### src/rtl/bus_pkg.sv
`default_nettype none

package bus_pkg;

  localparam int unsigned AddrWidth    = 32;
  localparam int unsigned DataWidth    = 64;
  localparam int unsigned StrbWidth    = DataWidth / 8;
  localparam int unsigned ByteOffWidth = $clog2(StrbWidth);

  typedef logic [AddrWidth-1:0] addr_t;
  typedef logic [DataWidth-1:0] data_t;
  typedef logic [StrbWidth-1:0] strb_t;

  // Master index on the shared bus
  typedef logic mst_idx_t;
  localparam mst_idx_t MstCore = 1'b0;
  localparam mst_idx_t MstDbg  = 1'b1;

  typedef enum logic [1:0] {
    TGT_ROM,
    TGT_SRAM,
    TGT_CLINT,
    TGT_ERR
  } tgt_sel_e;

  // Merge enabled bytes of new_val into old_val
  function automatic data_t apply_be(data_t old_val, data_t new_val, strb_t be);
    data_t res;
    res = old_val;
    for (int i = 0; i < StrbWidth; i++) begin
      if (be[i]) begin
        res[8*i +: 8] = new_val[8*i +: 8];
      end
    end
    return res;
  endfunction

endpackage

`default_nettype wire

### src/rtl/soc_map_pkg.sv
`default_nettype none

package soc_map_pkg;

  // ------------------------------------------------
  // Boot ROM
  // ------------------------------------------------
  localparam logic [31:0] RomBase     = 32'h0001_0000;
  localparam int unsigned RomWords    = 512;
  localparam logic [31:0] RomLength   = 32'(RomWords * 8);
  localparam int unsigned RomIdxWidth = $clog2(RomWords);

  // Word k reads as signature XOR k
  localparam logic [63:0] RomSignature = 64'h0000_0013_0000_0013;

  // ------------------------------------------------
  // SRAM
  // ------------------------------------------------
  localparam logic [31:0] SramBase   = 32'h8000_0000;
  localparam int unsigned SramWords  = 2048;
  localparam logic [31:0] SramLength = 32'(SramWords * 8);

  // Last SRAM word doubles as the exit word
  localparam logic [31:0] ExitAddr = SramBase + 32'h0000_3FF8;

  // ------------------------------------------------
  // CLINT
  // ------------------------------------------------
  localparam logic [31:0] ClintBase        = 32'h0200_0000;
  localparam logic [31:0] ClintLength      = 32'h0000_C000;
  localparam logic [31:0] ClintMsipOff     = 32'h0000_0000;
  localparam logic [31:0] ClintMtimecmpOff = 32'h0000_4000;
  localparam logic [31:0] ClintMtimeOff    = 32'h0000_BFF8;

endpackage

`default_nettype wire

### src/rtl/mem_bus_if.sv
`timescale 1ns/10ps
`default_nettype none

interface mem_bus_if import bus_pkg::*; ();

  // Request side
  logic  req;
  logic  we;
  addr_t addr;
  strb_t be;
  data_t wdata;

  // Grant and response side
  logic  gnt;
  logic  rvalid;
  data_t rdata;
  logic  err;

  modport mst (
    output req, we, addr, be, wdata,
    input  gnt, rvalid, rdata, err
  );

  modport slv (
    input  req, we, addr, be, wdata,
    output gnt, rvalid, rdata, err
  );

endinterface

`default_nettype wire

### src/rtl/addr_decoder.sv
`timescale 1ns/10ps
`default_nettype none

module addr_decoder import bus_pkg::*, soc_map_pkg::*; (
  input  logic        clk_i,
  input  logic        rst_ni,
  mem_bus_if.slv      shared_bus,
  mem_bus_if.mst      rom_bus,
  mem_bus_if.mst      sram_bus,
  mem_bus_if.mst      clint_bus,
  output logic [31:0] exit_o
);

  tgt_sel_e    sel;
  tgt_sel_e    sel_q;
  logic        err_rvalid_q;
  logic        exit_hit;
  logic [31:0] exit_q;

  // Offsets wrap below the base, so one compare per region
  always_comb begin
    if ((shared_bus.addr - RomBase) < RomLength) begin
      sel = TGT_ROM;
    end else if ((shared_bus.addr - SramBase) < SramLength) begin
      sel = TGT_SRAM;
    end else if ((shared_bus.addr - ClintBase) < ClintLength) begin
      sel = TGT_CLINT;
    end else begin
      sel = TGT_ERR;
    end
  end

  // ------------------------------------------------
  // Forward request to the selected target
  // ------------------------------------------------
  assign rom_bus.req   = shared_bus.req & (sel == TGT_ROM);
  assign rom_bus.we    = shared_bus.we;
  assign rom_bus.addr  = shared_bus.addr;
  assign rom_bus.be    = shared_bus.be;
  assign rom_bus.wdata = shared_bus.wdata;

  assign sram_bus.req   = shared_bus.req & (sel == TGT_SRAM);
  assign sram_bus.we    = shared_bus.we;
  assign sram_bus.addr  = shared_bus.addr;
  assign sram_bus.be    = shared_bus.be;
  assign sram_bus.wdata = shared_bus.wdata;

  assign clint_bus.req   = shared_bus.req & (sel == TGT_CLINT);
  assign clint_bus.we    = shared_bus.we;
  assign clint_bus.addr  = shared_bus.addr;
  assign clint_bus.be    = shared_bus.be;
  assign clint_bus.wdata = shared_bus.wdata;

  always_comb begin
    case (sel)
      TGT_ROM:   shared_bus.gnt = rom_bus.gnt;
      TGT_SRAM:  shared_bus.gnt = sram_bus.gnt;
      TGT_CLINT: shared_bus.gnt = clint_bus.gnt;
      default:   shared_bus.gnt = shared_bus.req;
    endcase
  end

  // Response select follows the previous grant
  always_comb begin
    case (sel_q)
      TGT_ROM: begin
        shared_bus.rvalid = rom_bus.rvalid;
        shared_bus.rdata  = rom_bus.rdata;
        shared_bus.err    = rom_bus.err;
      end
      TGT_SRAM: begin
        shared_bus.rvalid = sram_bus.rvalid;
        shared_bus.rdata  = sram_bus.rdata;
        shared_bus.err    = sram_bus.err;
      end
      TGT_CLINT: begin
        shared_bus.rvalid = clint_bus.rvalid;
        shared_bus.rdata  = clint_bus.rdata;
        shared_bus.err    = clint_bus.err;
      end
      default: begin
        shared_bus.rvalid = err_rvalid_q;
        shared_bus.rdata  = '0;
        shared_bus.err    = err_rvalid_q;
      end
    endcase
  end

  assign exit_hit = shared_bus.gnt & shared_bus.we & (shared_bus.addr == ExitAddr);

  always_ff @(posedge clk_i or negedge rst_ni) begin
    if (!rst_ni) begin
      sel_q        <= TGT_ERR;
      err_rvalid_q <= 1'b0;
      exit_q       <= '0;
    end else begin
      err_rvalid_q <= shared_bus.gnt & (sel == TGT_ERR);
      if (shared_bus.gnt) begin
        sel_q <= sel;
      end
      if (exit_hit) begin
        exit_q <= shared_bus.wdata[31:0];
      end
    end
  end

  assign exit_o = exit_q;

endmodule

`default_nettype wire

### src/flat_wrapper.sv
// flat-port wrapper written by rule: the top's interface ports become plain ports
module addr_decoder_flat import bus_pkg::*, soc_map_pkg::*;
  (clk_i, rst_ni, exit_o, shared_bus_req, shared_bus_we, shared_bus_addr, shared_bus_be, shared_bus_wdata, shared_bus_gnt, shared_bus_rvalid, shared_bus_rdata, shared_bus_err, rom_bus_req, rom_bus_we, rom_bus_addr, rom_bus_be, rom_bus_wdata, rom_bus_gnt, rom_bus_rvalid, rom_bus_rdata, rom_bus_err, sram_bus_req, sram_bus_we, sram_bus_addr, sram_bus_be, sram_bus_wdata, sram_bus_gnt, sram_bus_rvalid, sram_bus_rdata, sram_bus_err, clint_bus_req, clint_bus_we, clint_bus_addr, clint_bus_be, clint_bus_wdata, clint_bus_gnt, clint_bus_rvalid, clint_bus_rdata, clint_bus_err);
  mem_bus_if shared_bus_i ();
  mem_bus_if rom_bus_i ();
  mem_bus_if sram_bus_i ();
  mem_bus_if clint_bus_i ();
  input  logic clk_i;
  input  logic rst_ni;
  output logic [31:0] exit_o;
  input wire logic [$bits(shared_bus_i.req)-1:0] shared_bus_req;
  input wire logic [$bits(shared_bus_i.we)-1:0] shared_bus_we;
  input wire logic [$bits(shared_bus_i.addr)-1:0] shared_bus_addr;
  input wire logic [$bits(shared_bus_i.be)-1:0] shared_bus_be;
  input wire logic [$bits(shared_bus_i.wdata)-1:0] shared_bus_wdata;
  output wire logic [$bits(shared_bus_i.gnt)-1:0] shared_bus_gnt;
  output wire logic [$bits(shared_bus_i.rvalid)-1:0] shared_bus_rvalid;
  output wire logic [$bits(shared_bus_i.rdata)-1:0] shared_bus_rdata;
  output wire logic [$bits(shared_bus_i.err)-1:0] shared_bus_err;
  output wire logic [$bits(rom_bus_i.req)-1:0] rom_bus_req;
  output wire logic [$bits(rom_bus_i.we)-1:0] rom_bus_we;
  output wire logic [$bits(rom_bus_i.addr)-1:0] rom_bus_addr;
  output wire logic [$bits(rom_bus_i.be)-1:0] rom_bus_be;
  output wire logic [$bits(rom_bus_i.wdata)-1:0] rom_bus_wdata;
  input wire logic [$bits(rom_bus_i.gnt)-1:0] rom_bus_gnt;
  input wire logic [$bits(rom_bus_i.rvalid)-1:0] rom_bus_rvalid;
  input wire logic [$bits(rom_bus_i.rdata)-1:0] rom_bus_rdata;
  input wire logic [$bits(rom_bus_i.err)-1:0] rom_bus_err;
  output wire logic [$bits(sram_bus_i.req)-1:0] sram_bus_req;
  output wire logic [$bits(sram_bus_i.we)-1:0] sram_bus_we;
  output wire logic [$bits(sram_bus_i.addr)-1:0] sram_bus_addr;
  output wire logic [$bits(sram_bus_i.be)-1:0] sram_bus_be;
  output wire logic [$bits(sram_bus_i.wdata)-1:0] sram_bus_wdata;
  input wire logic [$bits(sram_bus_i.gnt)-1:0] sram_bus_gnt;
  input wire logic [$bits(sram_bus_i.rvalid)-1:0] sram_bus_rvalid;
  input wire logic [$bits(sram_bus_i.rdata)-1:0] sram_bus_rdata;
  input wire logic [$bits(sram_bus_i.err)-1:0] sram_bus_err;
  output wire logic [$bits(clint_bus_i.req)-1:0] clint_bus_req;
  output wire logic [$bits(clint_bus_i.we)-1:0] clint_bus_we;
  output wire logic [$bits(clint_bus_i.addr)-1:0] clint_bus_addr;
  output wire logic [$bits(clint_bus_i.be)-1:0] clint_bus_be;
  output wire logic [$bits(clint_bus_i.wdata)-1:0] clint_bus_wdata;
  input wire logic [$bits(clint_bus_i.gnt)-1:0] clint_bus_gnt;
  input wire logic [$bits(clint_bus_i.rvalid)-1:0] clint_bus_rvalid;
  input wire logic [$bits(clint_bus_i.rdata)-1:0] clint_bus_rdata;
  input wire logic [$bits(clint_bus_i.err)-1:0] clint_bus_err;
  assign shared_bus_i.req = shared_bus_req;
  assign shared_bus_i.we = shared_bus_we;
  assign shared_bus_i.addr = shared_bus_addr;
  assign shared_bus_i.be = shared_bus_be;
  assign shared_bus_i.wdata = shared_bus_wdata;
  assign shared_bus_gnt = shared_bus_i.gnt;
  assign shared_bus_rvalid = shared_bus_i.rvalid;
  assign shared_bus_rdata = shared_bus_i.rdata;
  assign shared_bus_err = shared_bus_i.err;
  assign rom_bus_req = rom_bus_i.req;
  assign rom_bus_we = rom_bus_i.we;
  assign rom_bus_addr = rom_bus_i.addr;
  assign rom_bus_be = rom_bus_i.be;
  assign rom_bus_wdata = rom_bus_i.wdata;
  assign rom_bus_i.gnt = rom_bus_gnt;
  assign rom_bus_i.rvalid = rom_bus_rvalid;
  assign rom_bus_i.rdata = rom_bus_rdata;
  assign rom_bus_i.err = rom_bus_err;
  assign sram_bus_req = sram_bus_i.req;
  assign sram_bus_we = sram_bus_i.we;
  assign sram_bus_addr = sram_bus_i.addr;
  assign sram_bus_be = sram_bus_i.be;
  assign sram_bus_wdata = sram_bus_i.wdata;
  assign sram_bus_i.gnt = sram_bus_gnt;
  assign sram_bus_i.rvalid = sram_bus_rvalid;
  assign sram_bus_i.rdata = sram_bus_rdata;
  assign sram_bus_i.err = sram_bus_err;
  assign clint_bus_req = clint_bus_i.req;
  assign clint_bus_we = clint_bus_i.we;
  assign clint_bus_addr = clint_bus_i.addr;
  assign clint_bus_be = clint_bus_i.be;
  assign clint_bus_wdata = clint_bus_i.wdata;
  assign clint_bus_i.gnt = clint_bus_gnt;
  assign clint_bus_i.rvalid = clint_bus_rvalid;
  assign clint_bus_i.rdata = clint_bus_rdata;
  assign clint_bus_i.err = clint_bus_err;
  addr_decoder u_core (.clk_i(clk_i), .rst_ni(rst_ni), .shared_bus(shared_bus_i), .rom_bus(rom_bus_i), .sram_bus(sram_bus_i), .clint_bus(clint_bus_i), .exit_o(exit_o));
endmodule
### config.mk
export PLATFORM = sky130hd
export DESIGN_NAME = addr_decoder_flat
export DESIGN_NICKNAME = d
export VERILOG_FILES = /design/src/rtl/bus_pkg.sv /design/src/rtl/soc_map_pkg.sv /design/src/rtl/mem_bus_if.sv /design/src/rtl/addr_decoder.sv /design/src/flat_wrapper.sv
export SDC_FILE = /design/constraint.sdc
export NUM_CORES = 1
export LEC_CHECK = 0
export ABC_AREA = 1
export BUFFER_PORTS_ARGS = -buffer_cell sky130_fd_sc_hd__buf_4
export CAP_MARGIN = 40
export CORE_AREA = 2 2 282 284
export CTS_CLUSTER_DIAMETER = 80
export DETAILED_ROUTE_END_ITERATION = 8
export DIE_AREA = 0 0 284 286
export HOLD_SLACK_MARGIN = 0.06
export RECOVER_POWER = 50
export SETUP_SLACK_MARGIN = 0.5
export SLEW_MARGIN = 30
export SYNTH_ARGS = -nofsm -noshare
export SYNTH_HDL_FRONTEND = slang
export SYNTH_SLANG_ARGS = --single-unit
### constraint.sdc
create_clock -name clk_i -period 5.7 [get_ports clk_i]
set_input_delay 1.14 -clock clk_i [delete_from_list [all_inputs] [get_ports clk_i]]
set_output_delay 1.14 -clock clk_i [all_outputs]
set_load 0.01 [all_outputs]
==> metrics.csv <==
stage;metric;value;unit
setup_path;worst_setup_path_end_kind;output port;
yosys;yosysSeqAreaShare;15.97;%
global_routing;grt_util_met2;14.57;%
setup_path;critPathKind;input pin to output port;
setup_path;r2r-start;u_core.sel_q[1];
sta;setup_slack;1.472;ns
placement;place.gp.congestion;0.7686;
floorplanning;die_w;284;um
cts;post_cts_resized;0;
yosys;synth_area;5500;um2
power_and_ir_drop;powerDensity;126.5;nW/um2
hold_path;whs_path_depth;2;
setup_path;cp.arrival;3.09;ns
setup_path;rr_endpoint;u_core.sel_q[1];
run;drv_cap;1;
global_routing;busiest_layer;met2;
power_and_ir_drop;clkPwrFrac;34.9;%
yosys;syn_nets;1176;
setup_path;worst-r2r-setup-slack;4.79;ns
cts;clk-insertion-delay-late;0.29;ns
global_routing;gr-total-overflow;0;
layout;area.growth.synth_to_final;54.50;%
cts;cts_setup_buffers;0;
cts;clock_sinks;35;
setup_path;crit_path_frequent_cell;nand2_1;
setup_path;crit_fanout;37;
yosys;synth_top_area_share;43.40;%
placement;placed_cells;2139;
hold_path;holdPathEnd;u_core.exit_o[27];
detailed_routing;drc;0;
sta;fin_crit_sh;74.18;%
yosys;syn-instance-count;865;
placement;pre_cts_slack;1.491;ns
sta;fmaxAchievable;236.5;MHz
detailed_routing;drtAntennaViolNets;0;
sta;setup_viol;0;
run_status;status;complete, but fails checks;
placement;portBuffers;565;
run_status;violations;max-capacitance violations, max-slew violations;
cts;hold_buffers;0;
cts;clk_path_buf_depth;2;
floorplanning;ioPinCount;726;
setup_path;cpMaxStageDelayCell;nand2_4;
global_routing;antenna_found_initial;33;
power_and_ir_drop;power.leakage;4.130;nW
global_routing;grt_pass1_wl;53.05;mm
detailed_routing;via_count;6176;
setup_path;crit_chain;buf_4 -> inv_1 -> ha_1 -> inv_1 -> nor2_1 -> a21oi_1 -> nand2_1 -> nand2_1 -> nand2_1 -> nand2_2 -> inv_1 -> nand2_1 -> nand4_1 -> nand2_4 -> buf_4;
cts;cts_buffers;5;
sta;period_minus_slack;4.228;ns
power_and_ir_drop;switching_share;31.66;%
sta;hold_viol_final;0;
power_and_ir_drop;ir_drop;0.09264;mV
global_routing;grt_pass1_vias;5860;
global_routing;grt_usage;9.735;%
sta;maxSlewHeadroom;-48.34;%
cts;cts_max_level;2;
floorplanning;die-height;286;um
power_and_ir_drop;p_total;1.075;mW
layout;final_cells;2156;
power_and_ir_drop;power_frac_comb;41.8;%
power_and_ir_drop;seqPwrFrac;23.3;%
sta;finClkSkew;0;ns
yosys;avgSynthCellArea;6.359;um2
power_and_ir_drop;p_sw;0.3403;mW
setup_path;r2r_cells;2;
placement;hpwl;37.80;mm
yosys;synth-seq-cells;35;
yosys;yosysUniqueCellTypes;28;
sta;finalMaxSlewViolations;36;
yosys;synth_area_leaders;buf_4 (43%), nand2_1 (19%), dfrtp_1 (15%), nand3_1 (9.8%), nand2_2 (1.7%);
global_routing;grt_start_max_net_pins;64;
global_routing;gr-usage-met3;7.241;%
floorplanning;rows;103;
layout;drive_above_1_share;47.31;%
detailed_routing;wirelength;41.83;mm
power_and_ir_drop;p_int;0.7347;mW
layout;final_nets;1407;
sta;tightest_slew;2.225;ns
floorplanning;dieArea;81220;um2
setup_path;start_kind;input pin;
hold_path;hold_class;flip-flop to flip-flop;
yosys;yosysTopAreaCell;buf_4;
floorplanning;initial_core_util;7.020;%
detailed_routing;first_pass_iters;4;
yosys;yosys_warnings;0;
sta;rsz0062_at_grt;no;
setup_path;max_stage_delay;0.40;ns
floorplanning;coreArea;78360;um2
hold_path;min_from;u_core.exit_o[27];
cts;cts_root_buf;clkbuf_16;
cts;cts_tree;built;
detailed_routing;first_iter_violations;232;
detailed_routing;vias_per_cell;2.865;
cts;path_clk_slew;0.06;ns
setup_path;cp.required;4.56;ns
global_routing;met1_usage;10.89;%
sta;tns;0;ns
detailed_routing;routedWlPerCell;19.40;um
worst max path at each step:
stage	from	to	slack, ns	cells after the start
after floorplan	shared_bus_addr[25]	shared_bus_gnt	2.09	16
after global placement	shared_bus_addr[25]	shared_bus_gnt	1.51	17
after detailed placement	shared_bus_addr[25]	shared_bus_gnt	1.49	17
after CTS	shared_bus_addr[25]	shared_bus_gnt	1.48	17
after global routing	shared_bus_addr[25]	shared_bus_gnt	1.21	15
final	shared_bus_addr[25]	shared_bus_gnt	1.47	15
cells in the mapped netlist:
cell / number
buf_4: 318
nand2_1: 284
nand3_1: 108
dfrtp_1: 33
inv_1: 24
nor2_1: 21
clkbuf_1: 20
nand2_2: 15
nand4_1: 8
buf_1: 4
nor2_2: 4
a21oi_1: 3
buf_6: 2
dfstp_2: 2
ha_1: 2
inv_2: 2
nand2_4: 2
nor2_4: 2
o21ai_1: 2
buf_8: 1
nand3b_1: 1
nor3_1: 1
nor4_1: 1
nor4_2: 1
o21a_1: 1
o21ai_0: 1
o21ai_2: 1
or4_1: 1
registers in the layout, summed over array words and instances (netlist names):
name,flops
u_core.exit_o,32
u_core.sel_q,2
u_core.err_rvalid_q,1
worst max-delay path: cells and delay by family:
kind / cells / cell delay, ns
and+or+nand+nor: 8 / 1.05
buffers and inverters: 5 / 0.52
adders and majority gates: 1 / 0.19
AOI/OAI and AO/OA: 1 / 0.16
power groups by stage:
stage / combinational, mW / clock (mW) / sequential (mW)
3_3_place_gp: 0.472 / 0 / 0.255
4_1_cts: 0.477 / 0.394 / 0.250
3_5_place_dp: 0.475 / 0 / 0.255
5_1_grt: 0.485 / 0.401 / 0.250
2_1_floorplan: 0.293 / 0 / 0.255
6_report: 0.449 / 0.375 / 0.250
layout by cell type (no fill, tap or decap), types with 5 or more instances in the layout:
| master | instances |
|---|---|
| buf_4 | 479 |
| nand2_1 | 285 |
| nand3_1 | 108 |
| clkbuf_1 | 89 |
| dfrtp_1 | 33 |
| inv_1 | 23 |
| nor2_1 | 19 |
| nand2_2 | 14 |
| diode_2 | 9 |
| nand4_1 | 8 |
| clkbuf_16 | 5 |
layout make-up:
| class | count | area (um2) |
|---|---|---|
| fillers | 9277 | 69860 |
| repair buffers | 569 | 3974 |
| multi-input cells | 459 | 2022 |
| well taps | 1050 | 1314 |
| flip-flops and latches | 35 | 878.3 |
| clock buffers | 6 | 128.9 |
| inverters | 26 | 98.84 |
| clock inverters | 2 | 60.06 |
| diodes | 9 | 22.52 |
per-stage QoR:
stage | util (%) | hold slack (ns) | area [um2]
global placement | 10.97 | 0.4548 | 8592
floorplan | - | 0.5057 | 5500
detailed placement | 11.00 | 0.4597 | 8620
CTS | 11.24 | 0.4765 | 8808
finish | 10.85 | 0.4695 | 8498
global route | 10.82 | 0.4974 | 8478
per-layer routing:
layer | vias to the layer above | routed length (um)
met2 | 552 | 17230
met1 | 2657 | 16120
met5 | - | 170
met3 | 80 | 7184
met4 | 28 | 1125
li1 | 2859 | -
kinds of logic (layout without fill, tap and decap cells):
logic type                 count (synthesis)  in the layout  synth area share [%]
and+or+nand+nor                          449            449                 35.24
AOI/OAI and AO/OA                          8              8                0.8416
buffers and inverters                    371            603                 47.50
other                                      0              9                     0
DFF                                       35             35                 15.97
adders and majority gates                  2              2                0.4549
(Power assumes the default switching activity.)
